--- config.mk ---
export PLATFORM = sky130hd
export DESIGN_NAME = branchExaminer
export DESIGN_NICKNAME = d
export VERILOG_FILES = /design/src/hw/branchIsaPkg.sv /design/src/hw/branchPredPkg.sv /design/src/hw/addressHasher.sv /design/src/hw/branchDecoder.sv /design/src/hw/predictionTable.sv /design/src/hw/speculationControl.sv /design/src/hw/branchExaminer.sv
export SDC_FILE = /design/constraint.sdc
export NUM_CORES = 1
export LEC_CHECK = 0
export BUFFER_PORTS_ARGS = -buffer_cell sky130_fd_sc_hd__buf_2
export CAP_MARGIN = 20
export CORE_MARGIN = 4
export CORE_UTILIZATION = 25
export CTS_BUF_LIST = sky130_fd_sc_hd__clkbuf_8
export CTS_CLUSTER_DIAMETER = 50
export DETAILED_ROUTE_END_ITERATION = 6
export PLACE_DENSITY_LB_ADDON = 0.1
export SETUP_SLACK_MARGIN = 0.2
export SLEW_MARGIN = 10
export SYNTH_ARGS = -nofsm -noshare
export SYNTH_HDL_FRONTEND = slang
export SYNTH_SLANG_ARGS = --single-unit
--- constraint.sdc ---
create_clock -name clk -period 8.65 [get_ports clk]
set_input_delay 1.73 -clock clk [delete_from_list [all_inputs] [get_ports clk]]
set_output_delay 1.73 -clock clk [all_outputs]
set_load 0.02 [all_outputs]
--- src/hw/branchIsaPkg.sv ---
`default_nettype none

package branchIsaPkg;

    // Data path and fetch address width
    localparam int dataWidth = 16;

    // Width of the immediate branch offset field
    localparam int immFieldWidth = 10;

    typedef logic [15:0] instrT;
    typedef logic [dataWidth-1:0] addrT;

    // One fetched instruction with the address it came from
    typedef struct packed {
        addrT address;
        instrT instruction;
    } fetchT;

    // Resolution from the stage that executes the branch
    typedef struct packed {
        logic endPulse;
        logic mispredicted;
        addrT actualDestination;
    } resolveT;

    // Decoder results for the fetched word
    typedef struct packed {
        logic isBranch;
        logic immediateForm;
        logic regAZero;
        logic needsSpeculation;
        addrT immTarget;
    } decodedT;

    // Prediction as seen by the fetch stage
    typedef struct packed {
        logic speculating;
        logic beginPulse;
        logic relative;
        logic predictTaken;
        logic stall;
        addrT destination;
    } predictionT;

endpackage

`default_nettype wire

--- src/hw/branchPredPkg.sv ---
`default_nettype none

package branchPredPkg;

    // Table geometry
    localparam int indexWidth = 6;
    localparam int tableDepth = 64;

    // Low address bits copied straight into the index
    localparam int preservedBits = 3;

    typedef logic [indexWidth-1:0] indexT;

    // Two-bit saturating counter, upper bit is the prediction
    typedef logic [1:0] counterT;

    localparam counterT ctrStrongNotTaken = 2'd0;
    localparam counterT ctrStrongTaken = 2'd3;

    // Starting points for entries that were never trained
    localparam counterT immInitCounter = 2'd2;
    localparam counterT btbInitCounter = 2'd1;

    typedef struct packed {
        counterT counter;
    } immEntryT;

    typedef struct packed {
        counterT counter;
        branchIsaPkg::addrT destination;
    } btbEntryT;

    // One step toward the outcome, saturating at both ends
    function automatic counterT nextCounter(counterT current, logic taken);
        counterT result;
        result = current;
        if (taken) begin
            if (current != ctrStrongTaken) begin
                result = current + 2'd1;
            end
        end else begin
            if (current != ctrStrongNotTaken) begin
                result = current - 2'd1;
            end
        end
        return result;
    endfunction

endpackage

`default_nettype wire

--- src/hw/addressHasher.sv ---
`default_nettype none

module addressHasher (
    input  branchIsaPkg::addrT   address,
    output branchPredPkg::indexT index
);

    localparam int hashBits = branchPredPkg::indexWidth - branchPredPkg::preservedBits;

    logic [hashBits-1:0] folded;

    // XOR the upper address bits down in groups of hashBits
    always_comb begin
        folded = '0;
        for (int i = branchPredPkg::preservedBits; i < branchIsaPkg::dataWidth; i++) begin
            folded[(i - branchPredPkg::preservedBits) % hashBits] ^= address[i];
        end
    end

    // Neighbouring instructions keep distinct low index bits
    assign index = {folded, address[branchPredPkg::preservedBits-1:0]};

endmodule

`default_nettype wire

--- src/hw/branchDecoder.sv ---
`default_nettype none

module branchDecoder (
    input  branchIsaPkg::instrT   instruction,
    output branchIsaPkg::decodedT decoded
);

    localparam int signWidth = branchIsaPkg::dataWidth - branchIsaPkg::immFieldWidth;

    logic immForm;
    logic immRegAZero;
    logic regRegAZero;

    assign immForm = instruction[12];

    // Register A field is narrower in the immediate form
    assign immRegAZero = (instruction[11:10] == 2'b00);
    assign regRegAZero = (instruction[11:8] == 4'b0000);

    always_comb begin
        decoded.isBranch = instruction[15] & ~instruction[14];
        decoded.immediateForm = immForm;
        decoded.regAZero = immForm ? immRegAZero : regRegAZero;
        // Immediate jump against zero is unconditional and known at fetch
        decoded.needsSpeculation = decoded.isBranch & ~(immForm & immRegAZero);
        decoded.immTarget = {
            {signWidth{instruction[branchIsaPkg::immFieldWidth-1]}},
            instruction[branchIsaPkg::immFieldWidth-1:0]
        };
    end

endmodule

`default_nettype wire

--- src/hw/predictionTable.sv ---
`default_nettype none

module predictionTable #(
    parameter type entryT = logic
) (
    input  logic                 clk,
    input  logic                 rstN,
    input  logic                 clkEn,

    input  branchPredPkg::indexT readIndex,
    output logic                 readValid,
    output entryT                readEntry,

    input  logic                 writeEnable,
    input  branchPredPkg::indexT writeIndex,
    input  entryT                writeEntry
);

    entryT entries [branchPredPkg::tableDepth];
    logic [branchPredPkg::tableDepth-1:0] valid;

    // Entry marked valid on its first write
    always_ff @(posedge clk) begin
        if (!rstN) begin
            valid <= '0;
        end else if (clkEn && writeEnable) begin
            valid[writeIndex] <= 1'b1;
        end
    end

    always_ff @(posedge clk) begin
        if (clkEn && writeEnable) begin
            entries[writeIndex] <= writeEntry;
        end
    end

    // Asynchronous read, same cycle as the fetch
    assign readValid = valid[readIndex];
    assign readEntry = entries[readIndex];

endmodule

`default_nettype wire

--- src/hw/speculationControl.sv ---
`default_nettype none

module speculationControl (
    input  logic                   clk,
    input  logic                   rstN,
    input  logic                   clkEn,

    input  branchIsaPkg::decodedT  decoded,
    input  branchPredPkg::indexT   freshIndex,
    input  logic                   endPulse,
    input  logic                   taken,

    output logic                   speculating,
    output logic                   beginPulse,
    output logic                   stall,
    output logic                   storedImmediate,
    output branchPredPkg::indexT   activeIndex,
    output branchPredPkg::counterT globalCounter
);

    branchPredPkg::indexT storedIndex;

    // Only one branch in flight, a second one waits
    assign beginPulse = decoded.needsSpeculation & ~speculating;
    assign stall = decoded.needsSpeculation & speculating;

    // Status and the form of the branch being speculated
    always_ff @(posedge clk) begin
        if (!rstN) begin
            speculating <= 1'b0;
            storedImmediate <= 1'b0;
        end else if (clkEn) begin
            if (endPulse) begin
                speculating <= 1'b0;
            end else if (beginPulse) begin
                speculating <= 1'b1;
                storedImmediate <= decoded.immediateForm;
            end
        end
    end

    // Index kept for the update at resolution
    always_ff @(posedge clk) begin
        if (clkEn && beginPulse && !endPulse) begin
            storedIndex <= freshIndex;
        end
    end

    assign activeIndex = speculating ? storedIndex : freshIndex;

    // Global counter trains on every resolved branch
    always_ff @(posedge clk) begin
        if (!rstN) begin
            globalCounter <= branchPredPkg::ctrStrongNotTaken;
        end else if (clkEn && endPulse) begin
            globalCounter <= branchPredPkg::nextCounter(globalCounter, taken);
        end
    end

endmodule

`default_nettype wire

--- src/hw/branchExaminer.sv ---
`default_nettype none

module branchExaminer (
    input  logic                     clk,
    input  logic                     rstN,
    input  logic                     clkEn,

    input  branchIsaPkg::fetchT      fetch,
    input  branchIsaPkg::resolveT    resolve,
    output branchIsaPkg::predictionT prediction
);

    branchIsaPkg::decodedT  decoded;
    branchPredPkg::indexT   freshIndex;
    branchPredPkg::indexT   activeIndex;
    branchPredPkg::counterT globalCounter;

    logic speculating;
    logic beginPulse;
    logic stall;
    logic storedImmediate;
    logic taken;

    logic                   immValid;
    branchPredPkg::immEntryT immEntry;
    branchPredPkg::immEntryT immWrite;
    logic                   btbValid;
    branchPredPkg::btbEntryT btbEntry;
    branchPredPkg::btbEntryT btbWrite;

    // No mispredict means the predicted path was taken
    assign taken = ~resolve.mispredicted;

    branchDecoder decoder (
        .instruction(fetch.instruction),
        .decoded    (decoded)
    );

    addressHasher hasher (
        .address(fetch.address),
        .index  (freshIndex)
    );

    speculationControl specControl (
        .clk            (clk),
        .rstN           (rstN),
        .clkEn          (clkEn),
        .decoded        (decoded),
        .freshIndex     (freshIndex),
        .endPulse       (resolve.endPulse),
        .taken          (taken),
        .speculating    (speculating),
        .beginPulse     (beginPulse),
        .stall          (stall),
        .storedImmediate(storedImmediate),
        .activeIndex    (activeIndex),
        .globalCounter  (globalCounter)
    );

    // Untrained entries count from their init value
    always_comb begin
        immWrite.counter = branchPredPkg::nextCounter(
            immValid ? immEntry.counter : branchPredPkg::immInitCounter, taken);
        btbWrite.counter = branchPredPkg::nextCounter(
            btbValid ? btbEntry.counter : branchPredPkg::btbInitCounter, taken);
        btbWrite.destination = resolve.actualDestination;
    end

    predictionTable #(
        .entryT(branchPredPkg::immEntryT)
    ) immTable (
        .clk        (clk),
        .rstN       (rstN),
        .clkEn      (clkEn),
        .readIndex  (activeIndex),
        .readValid  (immValid),
        .readEntry  (immEntry),
        .writeEnable(resolve.endPulse & storedImmediate),
        .writeIndex (activeIndex),
        .writeEntry (immWrite)
    );

    predictionTable #(
        .entryT(branchPredPkg::btbEntryT)
    ) btbTable (
        .clk        (clk),
        .rstN       (rstN),
        .clkEn      (clkEn),
        .readIndex  (activeIndex),
        .readValid  (btbValid),
        .readEntry  (btbEntry),
        .writeEnable(resolve.endPulse & ~storedImmediate),
        .writeIndex (activeIndex),
        .writeEntry (btbWrite)
    );

    always_comb begin
        prediction.speculating = speculating;
        prediction.beginPulse = beginPulse;
        prediction.stall = stall;
        prediction.relative = decoded.immediateForm;

        // Compare against zero always branches
        if (decoded.regAZero) begin
            prediction.predictTaken = 1'b1;
        end else if (decoded.immediateForm) begin
            prediction.predictTaken = immValid ? immEntry.counter[1] : globalCounter[1];
        end else begin
            prediction.predictTaken = btbValid ? btbEntry.counter[1] : 1'b1;
        end

        if (decoded.immediateForm) begin
            prediction.destination = decoded.immTarget;
        end else if (btbValid) begin
            prediction.destination = btbEntry.destination;
        end else begin
            prediction.destination = '0;
        end
    end

endmodule

`default_nettype wire

==> results.json <==
{
  "outcome": "completed",
  "tightestPinTransition_ps": 1158,
  "drt-wirelength-per-cell_microns": 31.93,
  "fp.dieArea_sq_um": 219300,
  "gpl.final_weighted_congestion": 0.7876,
  "num_rows": 168,
  "power.density_nw_per_um2": 244.3,
  "grt_pass1_vias": 33405,
  "finalHoldWorstSlack_ps": 457.2,
  "post_synth_xor_area_fraction_pct": 0.1748,
  "synth_top_family_by_area": "compound AO/OA/AOI/OAI gates",
  "cts_tree": "done",
  "cp_slowest_cell": "sky130_fd_sc_hd__or4_1",
  "floorplan.io_pins": 74,
  "regArea_sq_um": 41260,
  "post-place-ws_ps": 926.1,
  "worst_clock_skew_ps": 58.62,
  "critPathMaxStageDelay_ps": 740,
  "post_synth_main_area_contributors": "sky130_fd_sc_hd__edfxtp_1 (73%), sky130_fd_sc_hd__o22ai_1 (5.3%), sky130_fd_sc_hd__dfxtp_1 (5.0%)",
  "max-vdd-ir-drop_mv": 0.1536,
  "arrival_ps": 6000,
  "timing.critical_path.fanout_max": 25,
  "hold_class": "flop to flop",
  "netlist_top_cells_count": "sky130_fd_sc_hd__edfxtp_1 (1286), sky130_fd_sc_hd__o22ai_1 (447), sky130_fd_sc_hd__nor2_1 (344), sky130_fd_sc_hd__nand2_1 (233), sky130_fd_sc_hd__dfxtp_1 (132)",
  "drv.max_cap_violation_count": 0,
  "final_layout_size_suffix_gt1_share_pct": 19.55,
  "grt_start_max_net_pins": 68,
  "dieWidth_microns": 468.3,
  "ant_nets": 0,
  "synth_adder_area_share_pct": 0.04015,
  "timing.rr.end": "btbTable.entries[62][17]",
  "place_hpwl_microns": 133000,
  "fillCellCount": 21289,
  "ordered_list_of_cells_on_the_worst_path": "buf_2 -> mux2_4 -> nor2_1 -> buf_4 -> a221o_1 -> a21oi_1 -> o22ai_1 -> or4_1 -> nand2b_1 -> buf_4 -> o21ai_0 -> buf_2",
  "cts-root-buf": "sky130_fd_sc_hd__clkbuf_8",
  "netlist.top_cell.by_area": "sky130_fd_sc_hd__edfxtp_1",
  "core_area_sq_um": 210200,
  "synthesized_instance_count": 3438,
  "mappedNetlistNets": 3491,
  "synth_simple_gate_area_share_pct": 6.210,
  "tritoncts.num_buffers": 283,
  "initial_utilization_pct": 25.20,
  "p_leak_nw": 20.37,
  "global_route_wire_length_before_repair_microns": 294200,
  "dr.pass1.iters": 7,
  "syn2layout_area_growth_pct": 19.22,
  "synth_mux_area_share_pct": 1.727,
  "htree_levels": 5,
  "globalRouteTotalUtil_pct": 19.49,
  "critical_path.n_buffers_inverters": 4,
  "final_hold_viol_count": 0,
  "final_nets": 3870,
  "via_count": 33839,
  "tritoncts_num_sinks": 1418,
  "worst_hold_path.endpoint": "btbTable.valid[16]",
  "critPathCaptureType": "output port",
  "synth_compound_gate_area_share_pct": 12.01,
  "yosys_most_used_dff": "sky130_fd_sc_hd__edfxtp_1",
  "yosys_warnings": 0,
  "r2r-start": "specControl.speculating",
  "detailedRoute.firstIterationViolations": 3338,
  "number_of_antenna_violations_at_the_first_check_in_global_routing": 17,
  "timing.reg2reg.worst_path_depth": 12,
  "yosys.cell_count.top_type": "sky130_fd_sc_hd__edfxtp_1",
  "post_synthesis_cell_area_sq_um": 52970,
  "seq_area_frac_synth_pct": 77.89,
  "ys_types": 84,
  "setup_viol_count_final": 0,
  "timing.critical_path.required_ps": 6920,
  "clk_latency_ps": 1020,
  "worst_slew_margin_rel_pct": 21.25,
  "worstSetupPathType": "input pin to output port",
  "die_height_microns": 468.3,
  "synth-seq-cells": 1418,
  "max_clock_freq_mhz": 129.4,
  "routed_via_density": 4.964,
  "clock_path_buffers": 4,
  "drc_errors": 0,
  "worst_hold_path.num_cells": 1,
  "post-route-period-util_pct": 89.31,
  "regToRegSetupSlack_ps": 3410,
  "cts.repair_timing.setup_buffer_count": 0,
  "ctsResizeCount": 0,
  "placement.io_buffers": 72,
  "finish.utilization_pct": 30.04,
  "timing.hold.worst.start": "btbTable.valid[16]",
  "cts.clk_slew.worst_paths_ps": 50,
  "synth_async_sr_flop_share_pct": 0,
  "detail_route.wirelength_microns": 217700,
  "rsz0062_at_grt": "no",
  "synth_edf_count": 1286,
  "syn_avg_cell_area_sq_um": 15.41,
  "yosysTopAreaCellShare_pct": 72.90,
  "fin_tns_setup_ps": 0,
  "period_needed_ps": 7725,
  "maxSlewViolCount": 0,
  "setup_ws_ps": 924.5,
  "path_delay_family": "simple AND/OR/NAND/NOR gates",
  "cts_hold_buffers": 0,
  "multi_input_comb_area_sq_um": 11060,
  "gr-total-overflow": 0,
  "cp-start-kind": "input pin"
}
[sequential cells by signal, summed over array words and instances, names as in the netlist]
register and cells:
specControl.globalCounter 2, btbTable.valid 64, specControl.storedIndex 6, specControl.speculating 1, btbTable.entries 1152, immTable.entries 128
specControl.storedImmediate 1, immTable.valid 64
[per-stage QoR]
step	cells	cell area, sq um	total power, mW
floorplan	3438	52970	8.422
global placement	6337	58200	9.395
detailed placement	6337	58200	9.394
CTS	6805	63120	15.65
global route	6816	63150	16.01
finish	6817	63150	15.43
[power by group]
group	switching, mW	total, mW	internal [mW]	leakage [nW]
clock network	2.90	6.20	3.30	2.86
logic	1.22	1.58	0.358	4.87
registers	0.00812	7.65	7.65	12.6
[layout by cell type, fill, tap and decap left out, types with 58 or more instances in the layout]
master,instances
sky130_fd_sc_hd__nor2_2,66
sky130_fd_sc_hd__nand2_1,233
sky130_fd_sc_hd__a21oi_1,113
sky130_fd_sc_hd__edfxtp_1,1286
sky130_fd_sc_hd__nor2_1,272
sky130_fd_sc_hd__buf_2,71
sky130_fd_sc_hd__o22ai_1,447
sky130_fd_sc_hd__clkbuf_8,299
sky130_fd_sc_hd__inv_1,105
sky130_fd_sc_hd__nand3_1,58
sky130_fd_sc_hd__o21a_1,130
sky130_fd_sc_hd__buf_4,221
sky130_fd_sc_hd__dfxtp_1,132
sky130_fd_sc_hd__o21ai_0,60
[metal layers]
| layer | up-vias | wire (microns) | GRT usage, % | part of all wire [%] |
|---|---|---|---|---|
| met4 | 0 | 4596 | 4.995 | 2.1 |
| met5 | - | 0 | 0 | 0 |
| li1 | 14503 | - | - | - |
| met2 | 1069 | 100600 | 30.69 | 46 |
| met1 | 17984 | 101300 | 28.00 | 47 |
| met3 | 283 | 11130 | 3.076 | 5.1 |
[cell type report]
cell class              instances  area share, %
diodes                         12        0.04755
clock buffers                 299          6.516
clock inverters               169          1.276
inverters                       6        0.03566
multi-input cells            1799          17.51
flip-flops and latches       1418          65.33
well taps                    2805          5.557
repair buffers                309          3.729
[worst max path at each step]
stage | from | to | depth (start not counted)
final | fetch[18] | prediction[12] | 12
after global routing | fetch[18] | prediction[13] | 12
after CTS | fetch[18] | prediction[13] | 12
after detailed placement | fetch[18] | prediction[13] | 12
after global placement | fetch[16] | prediction[3] | 11
after floorplan | fetch[22] | immTable.entries[0][0] | 9
[logic make-up after synthesis]
logic type / Yosys count
compound gates: 958
xor+xnor: 9
fa+ha+maj: 2
buf+inv: 221
flops: 1418
mux: 69
simple gates: 761
[worst reg2reg max path, delay by kind of cell (launching register included)]
family                     cells  cell delay, ps
buffers and inverters          4            1390
and+or+nand+nor                3            1350
AOI/OAI and AO/OA              3             760
adders and majority gates      1             580
muxes                          1             570
DFF                            1             310
(Power assumes the default switching activity.)
